===== config.mk =====
export PLATFORM = sky130hd
export DESIGN_NAME = par_top
export DESIGN_NICKNAME = d
export VERILOG_FILES = /design/src/verilog/par_pkg.sv /design/src/verilog/apb_ctrl.sv /design/src/verilog/index_dispenser.sv /design/src/verilog/loop_core.sv /design/src/verilog/sum_reducer.sv /design/src/verilog/par_top.sv
export VERILOG_INCLUDE_DIRS = /design/src /design/src/verilog
export SDC_FILE = /design/constraint.sdc
export NUM_CORES = 2
export LEC_CHECK = 0
export BUFFER_PORTS_ARGS = -buffer_cell sky130_fd_sc_hd__buf_4
export CAP_MARGIN = 20
export CORE_MARGIN = 2
export CORE_UTILIZATION = 50
export CTS_CLUSTER_DIAMETER = 50
export CTS_CLUSTER_SIZE = 10
export DETAILED_ROUTE_END_ITERATION = 8
export HOLD_SLACK_MARGIN = 0.08
export PLACE_DENSITY = 0.66
export SYNTH_ARGS = -nofsm -noshare
export SYNTH_HDL_FRONTEND = slang
export SYNTH_HIERARCHICAL = 1
export SYNTH_SLANG_ARGS = --single-unit

===== constraint.sdc =====
create_clock -name clk -period 15.6 [get_ports clk]
set_clock_uncertainty 0.1 [all_clocks]
set_input_delay 3.12 -clock clk [delete_from_list [all_inputs] [get_ports clk]]
set_output_delay 3.12 -clock clk [all_outputs]
set_load 0.03 [all_outputs]

===== src/verilog/par_consts.svh =====
`ifndef PAR_CONSTS_SVH
`define PAR_CONSTS_SVH

// Worker count
`define N_CORE 4

// Datapath widths
`define GC_WIDTH 16
`define GD_WIDTH 16
`define SUM_WIDTH 32
`define CNT_WIDTH 16

// APB bus widths
`define APB_AW 8
`define APB_DW 32

`endif


===== src/verilog/par_pkg.sv =====
`include "par_consts.svh"

package par_pkg;

	// Loop index, wraps at GC_WIDTH
	typedef logic [`GC_WIDTH-1:0] gc_t;
	typedef logic signed [`GD_WIDTH-1:0] gd_t;
	typedef logic [`CNT_WIDTH-1:0] cnt_t;
	// Sum of squares, modulo 2^SUM_WIDTH
	typedef logic [`SUM_WIDTH-1:0] sum_t;

	typedef enum logic [`APB_AW-1:0] {
		REG_BASE   = 8'h00,
		REG_STRIDE = 8'h04,
		REG_COUNT  = 8'h08,
		REG_CTRL   = 8'h0C,
		REG_RESULT = 8'h10
	} reg_addr_e;

	typedef struct packed {
		logic psel;
		logic penable;
		logic pwrite;
		logic [`APB_AW-1:0] paddr;
		logic [`APB_DW-1:0] pwdata;
	} apb_req_t;

	// Fork to the dispenser, issue is a one-cycle pulse
	typedef struct packed {
		logic issue;
		gc_t base;
		gd_t stride;
		cnt_t count;
	} fork_t;

	typedef enum logic [1:0] {CORE_IDLE, CORE_RUN, CORE_DRAIN} core_state_e;
	typedef enum logic [1:0] {JOB_IDLE, JOB_BUSY, JOB_DONE} job_state_e;

endpackage


===== src/verilog/apb_ctrl.sv =====
`timescale 1ns/1ns
`include "par_consts.svh"

module apb_ctrl (
	input logic clk,
	input logic rst,
	input par_pkg::apb_req_t apb,
	output logic [`APB_DW-1:0] prdata,
	output logic pready,
	output logic pslverr,
	output par_pkg::fork_t job,
	output logic busy,
	input par_pkg::sum_t result,
	input logic result_valid
);
	import par_pkg::*;

	job_state_e state;
	gc_t base_r;
	gd_t stride_r;
	cnt_t count_r;
	sum_t result_r;
	logic issue_q;
	logic access;
	logic addr_ok;
	logic wr_ok;
	logic start;

	assign access = apb.psel && apb.penable;

	always_comb begin
		case (apb.paddr)
			REG_BASE, REG_STRIDE, REG_COUNT, REG_CTRL, REG_RESULT: addr_ok = 1'b1;
			default: addr_ok = 1'b0;
		endcase
	end

	// No wait states
	assign pready = 1'b1;
	assign pslverr = access && !addr_ok;

	// Job registers are frozen while a job runs
	assign wr_ok = access && apb.pwrite && (state != JOB_BUSY);
	assign start = wr_ok && (apb.paddr == REG_CTRL) && apb.pwdata[0];
	assign busy = (state == JOB_BUSY);

	always_ff @(posedge clk) begin
		if (rst) begin
			state <= JOB_IDLE;
			issue_q <= 1'b0;
			base_r <= '0;
			stride_r <= '0;
			count_r <= '0;
		end else begin
			issue_q <= start;
			if (wr_ok && apb.paddr == REG_BASE) base_r <= apb.pwdata[`GC_WIDTH-1:0];
			if (wr_ok && apb.paddr == REG_STRIDE) stride_r <= apb.pwdata[`GD_WIDTH-1:0];
			if (wr_ok && apb.paddr == REG_COUNT) count_r <= apb.pwdata[`CNT_WIDTH-1:0];
			if (start) begin
				state <= JOB_BUSY;
			end else if (state == JOB_BUSY && result_valid) begin
				state <= JOB_DONE;
			end
		end
	end

	always_ff @(posedge clk) begin
		if (result_valid) begin
			result_r <= result;
		end
	end

	assign job.issue = issue_q;
	assign job.base = base_r;
	assign job.stride = stride_r;
	assign job.count = count_r;

	// Stride reads back sign extended
	always_comb begin
		case (apb.paddr)
			REG_BASE: prdata = `APB_DW'(base_r);
			REG_STRIDE: prdata = `APB_DW'(stride_r);
			REG_COUNT: prdata = `APB_DW'(count_r);
			REG_CTRL: prdata = {30'b0, state == JOB_DONE, busy};
			REG_RESULT: prdata = `APB_DW'(result_r);
			default: prdata = '0;
		endcase
	end

endmodule


===== src/verilog/index_dispenser.sv =====
`timescale 1ns/1ns
`include "par_consts.svh"

module index_dispenser (
	input logic clk,
	input logic rst,
	input par_pkg::fork_t job,
	input logic [`N_CORE-1:0] req,
	output logic [`N_CORE-1:0] grant,
	output par_pkg::gc_t index [`N_CORE],
	output logic drained
);
	import par_pkg::*;

	gc_t gc;
	gd_t gd;
	cnt_t remaining;
	cnt_t n_grant;

	// Each requester gets gc + rank * gd, rank counts lower requesters
	always_comb begin
		cnt_t rank;
		rank = '0;
		n_grant = '0;
		for (int i = 0; i < `N_CORE; i++) begin
			grant[i] = req[i] && (rank < remaining);
			index[i] = gc + gd * rank;
			if (grant[i]) begin
				n_grant = n_grant + cnt_t'(1);
			end
			if (req[i]) begin
				rank = rank + cnt_t'(1);
			end
		end
	end

	assign drained = (remaining == '0);

	// Remaining count is the only control state here
	always_ff @(posedge clk) begin
		if (rst) begin
			remaining <= '0;
		end else if (job.issue) begin
			remaining <= job.count;
		end else begin
			remaining <= remaining - n_grant;
		end
	end

	// Global counter and stride
	always_ff @(posedge clk) begin
		if (job.issue) begin
			gc <= job.base;
			gd <= job.stride;
		end else begin
			gc <= gc + gd * n_grant;
		end
	end

endmodule


===== src/verilog/loop_core.sv =====
`timescale 1ns/1ns
`include "par_consts.svh"

module loop_core #(
	parameter int CORE_I = 0
) (
	input logic clk,
	input logic rst,
	input logic start,
	input logic grant,
	input par_pkg::gc_t index,
	input logic drained,
	output logic req,
	output par_pkg::sum_t partial,
	output logic ending
);
	import par_pkg::*;

	// Nonzero seed, differs per core
	localparam logic [7:0] SEED = 8'(8'h5b + CORE_I * 29) | 8'h01;

	core_state_e state;
	logic [7:0] lfsr;
	logic lfsr_fb;
	logic s1_valid;
	sum_t sq;

	// x^8 + x^6 + x^5 + x^4 + 1
	assign lfsr_fb = lfsr[7] ^ lfsr[5] ^ lfsr[4] ^ lfsr[3];

	always_ff @(posedge clk) begin
		if (rst) begin
			lfsr <= SEED;
		end else begin
			lfsr <= {lfsr[6:0], lfsr_fb};
		end
	end

	assign req = (state == CORE_RUN) && lfsr[0];
	// Nothing left to hand out and no square waiting for the accumulator
	assign ending = drained && !s1_valid;

	always_ff @(posedge clk) begin
		if (rst) begin
			state <= CORE_IDLE;
			s1_valid <= 1'b0;
		end else begin
			s1_valid <= grant;
			case (state)
				CORE_IDLE: if (start) state <= CORE_RUN;
				CORE_RUN: if (drained) state <= CORE_DRAIN;
				CORE_DRAIN: state <= CORE_IDLE;
				default: state <= CORE_IDLE;
			endcase
		end
	end

	// Stage one squares, stage two accumulates
	always_ff @(posedge clk) begin
		sq <= sum_t'(index) * sum_t'(index);
		if (start) begin
			partial <= '0;
		end else if (s1_valid) begin
			partial <= partial + sq;
		end
	end

endmodule


===== src/verilog/sum_reducer.sv =====
`timescale 1ns/1ns
`include "par_consts.svh"

module sum_reducer (
	input logic clk,
	input logic rst,
	input par_pkg::sum_t partial [`N_CORE],
	input logic [`N_CORE-1:0] ending,
	input logic busy,
	output par_pkg::sum_t result,
	output logic result_valid
);
	import par_pkg::*;

	logic busy_q;
	logic armed;
	logic all_end;
	sum_t total;

	assign all_end = armed && (&ending);

	always_comb begin
		total = '0;
		for (int i = 0; i < `N_CORE; i++) begin
			total = total + partial[i];
		end
	end

	// Arm on the rising edge of busy, fire once
	always_ff @(posedge clk) begin
		if (rst) begin
			busy_q <= 1'b0;
			armed <= 1'b0;
			result_valid <= 1'b0;
		end else begin
			busy_q <= busy;
			result_valid <= all_end;
			if (busy && !busy_q) begin
				armed <= 1'b1;
			end else if (all_end) begin
				armed <= 1'b0;
			end
		end
	end

	always_ff @(posedge clk) begin
		if (all_end) begin
			result <= total;
		end
	end

endmodule


===== src/verilog/par_top.sv =====
`timescale 1ns/1ns
`include "par_consts.svh"

module par_top (
	input logic clk,
	input logic rst,
	input par_pkg::apb_req_t apb,
	output logic [`APB_DW-1:0] prdata,
	output logic pready,
	output logic pslverr
);
	import par_pkg::*;

	fork_t job;
	logic busy;
	logic [`N_CORE-1:0] req;
	logic [`N_CORE-1:0] grant;
	gc_t index [`N_CORE];
	logic drained;
	sum_t partial [`N_CORE];
	logic [`N_CORE-1:0] ending;
	sum_t result;
	logic result_valid;

	apb_ctrl ctrl_i (
		.clk,
		.rst,
		.apb,
		.prdata,
		.pready,
		.pslverr,
		.job,
		.busy,
		.result,
		.result_valid
	);

	index_dispenser disp_i (
		.clk,
		.rst,
		.job,
		.req,
		.grant,
		.index,
		.drained
	);

	// Workers run side by side, started by the fork pulse
	for (genvar i = 0; i < `N_CORE; i++) begin : g_core
		loop_core #(
			.CORE_I(i)
		) core_i (
			.clk,
			.rst,
			.start(job.issue),
			.grant(grant[i]),
			.index(index[i]),
			.drained,
			.req(req[i]),
			.partial(partial[i]),
			.ending(ending[i])
		);
	end

	sum_reducer red_i (
		.clk,
		.rst,
		.partial,
		.ending,
		.busy,
		.result,
		.result_valid
	);

endmodule


==> results_dict.tcl <==
set metrics [dict create \
    status "finished clean" \
    cts_made_buffers 70 \
    core_um2 123300 \
    cpLargestDelayFamily "adder cells" \
    maxCapViolCount 0 \
    crit_buf_inv 11 \
    numPortBuffers 61 \
    cp.arrival_ns 12.88 \
    hpwl_um 127400 \
    vias 46290 \
    drc 0 \
    drt-pass1-iter-count 5 \
    die-height_um 356.1 \
    drive_gt1_share_pct 5.509 \
    yosys_most_used_dff "dfxtp_1" \
    ys_ff_latch 462 \
    finalHoldViolations 0 \
    async_reset_ff_share_pct 0 \
    holdBufCountCts 0 \
    tightest_slew_ns 1.099 \
    layout_min_cycle_time_ns 12.47 \
    crit_path_max_incr_delay_ns 0.70 \
    ant_nets 0 \
    yosysSeqAreaShare_pct 16.22 \
    synthCells 6964 \
    cts_tree "built" \
    clk_latency_ns 0.62 \
    post-route-cell-area_um2 66530 \
    antenna_found_initial 1 \
    track_usage_pct 24.88 \
    cp_slowest_cell "ha_1" \
    hp-class "reg -> reg" \
    place_area_um2 64220 \
    ys_types 131 \
    multi_input_area_um2 45330 \
    cts_resized 0 \
    worstSetupStartpointType "flip-flop" \
    grt_setup_unrepaired "false" \
    grt_pass1_wl_um 249800 \
    die_area_um2 126800 \
    fillers 11200 \
    io_pins 79 \
    setup_tns_ns 0 \
    register_area_um2 10060 \
    period_share_pct 79.90 \
    clockBufferDepth 3 \
    layout.nets 8559 \
    die_w_um 356.1 \
    syn_area_per_cell_um2 8.899 \
    cts_root_buf "clkbuf_16" \
    via_per_inst 5.343 \
    drtIter0Drc 2784 \
    initial_core_util_pct 50.26 \
    crit_required_ns 16.01 \
    post_drt_wl_per_cell_um 18.12 \
    slew_headroom_pct 26.60 \
    synth_edf_count 80 \
    syn_area_um2 61970 \
    grt_pass1_vias 46410 \
    htreeDepth 3 \
    grt_overflow 0 \
    setup_viol 0 \
    cts_setup_buffers 0 \
    worst_path_most_repeated_cell "inv_1" \
    cp_max_fo 21 \
    drv_slew 0 \
    gp_congestion 0.9268 \
    totalWireLength_um 157000 \
    ys.warnings.count 6 \
    critPathKind "reg -> reg" \
    path_clk_slew_ns 0.06 \
    grt_max_degree 122 \
    area_growth_pct 7.359 \
    end_kind "flip-flop" \
    max_freq_mhz 80.22 \
    clock-sinks 462 \
    placementRows 129 \
]
==> cell type report <==
class,count,share of cell area (%)
inverters,1541,8.694
clock inverters,31,0.5548
well taps,1637,3.078
clock buffers,88,2.875
multi-input cells,4771,68.14
flip-flops and latches,462,15.11
repair buffers,132,1.544
diodes,1,0.003761
==> flip-flops by register name (all words and copies together), names as in the netlist, 16 cells and up <==
| signal | flops |
|---|---|
| g_core.core_i/partial | 128 |
| ctrl_i/stride_r | 16 |
| g_core.core_i/lfsr | 32 |
| ctrl_i/base_r | 16 |
| g_core.core_i/sq | 124 |
| ctrl_i/result_r | 32 |
| red_i/result | 32 |
| disp_i/gc | 16 |
| disp_i/gd | 16 |
| disp_i/remaining | 16 |
| ctrl_i/count_r | 16 |
==> placed cells by master, fill, tap and decap left out, drive strengths merged, types with 40 or more instances in the layout <==
cell / instances
inv: 1550
fa: 792
ha: 744
nand2: 548
dfxtp: 382
nor2: 360
a21oi: 302
and2: 260
xnor2: 245
a21o: 163
o21ai: 148
mux2i: 145
buf: 132
nand2b: 116
xor2: 101
nor3: 88
clkbuf: 88
edfxtp: 80
nand3: 78
nor2b: 64
a211oi: 49
o21a: 47
and3: 40
==> path summary, 6_finish.rpt <==
check | from | end | slack (ns) | cells past startpoint
worst min-delay path | g_core[0].core_i/state[1]$_SDFFE_PP0P_ | g_core[0].core_i/state[0]$_SDFFE_PP0P_ | 0.30 | 1
worst max register to register | g_core[0].core_i/state[0]$_SDFFE_PP0P_ | g_core[3].core_i/sq[31]$_DFF_P_ | 3.13 | 46
worst min register to register | g_core[0].core_i/state[1]$_SDFFE_PP0P_ | g_core[0].core_i/state[0]$_SDFFE_PP0P_ | 0.30 | 1
worst max-delay path | g_core[0].core_i/state[0]$_SDFFE_PP0P_ | g_core[3].core_i/sq[31]$_DFF_P_ | 3.13 | 46
==> per-layer routing <==
| layer | global-route usage, % | routed length (um) |
|---|---|---|
| met5 | 0 | 0 |
| met3 | 3.216 | 8421 |
| met2 | 42.16 | 74490 |
| met1 | 33.00 | 68890 |
| met4 | 7.857 | 5196 |
==> worst register-to-register path, delay by kind of cell (launching register included) <==
kind,cells,cell delay [ns]
buf+inv,11,1.15
flops,1,0.35
xor+xnor,3,0.47
compound gates,9,2.09
simple gates,8,2.24
fa+ha+maj,15,5.95
==> Yosys cell counts, types with 15 or more instances <==
cell type / instances / area, um2
nor4_1: 15 / 93.84
mux2_2: 15 / 168.9
a211oi_1: 48 / 360.4
edfxtp_1: 80 / 2402
fa_1: 792 / 15860
a21boi_0: 17 / 127.6
o21ai_0: 136 / 680.7
nand3_1: 78 / 390.4
mux2i_1: 145 / 1451
a21oi_1: 295 / 1476
xnor2_1: 242 / 2120
o211ai_1: 18 / 135.1
xor2_1: 101 / 884.6
a221o_1: 15 / 150.1
nor3_1: 85 / 425.4
inv_1: 1540 / 5781
ha_1: 744 / 9309
o21a_1: 47 / 352.8
nand2_1: 544 / 2042
a31oi_1: 32 / 200.2
and3_1: 37 / 231.5
dfxtp_1: 382 / 7647
clkbuf_1: 168 / 630.6
a21o_1: 156 / 1171
o21bai_1: 31 / 232.7
nand4_1: 35 / 219.0
or2_2: 32 / 200.2
nor2_1: 358 / 1344
nor2b_1: 64 / 400.4
nand2b_1: 116 / 725.7
and2_1: 260 / 1627
o31ai_1: 16 / 120.1
==> logic make-up after synthesis <==
logic type	synth area share [%]
buffers and inverters	10.74
muxes	2.754
AOI/OAI and AO/OA	11.02
xor gates and xnor gates	4.981
and+or+nand+nor	13.67
DFF	16.22
adders and majority gates	40.60
other	0.01817
==> per-stage QoR <==
stage | hold slack, ns | utilization, % | cells | worst slack (ns)
after CTS | 0.3053 | 53.93 | 8661 | 3.123
after detailed placement | 0.2971 | 52.08 | 8542 | 3.139
after global placement | 0.2930 | 52.07 | 8541 | 3.141
final | 0.3037 | 53.96 | 8663 | 3.135
after floorplan | 0.2895 | - | 6975 | 4.703
after global routing | 0.3166 | 53.95 | 8662 | 2.365
Power is not shown: default switching activity piles up to over one toggle a cycle in this logic, so the estimate is an artifact.
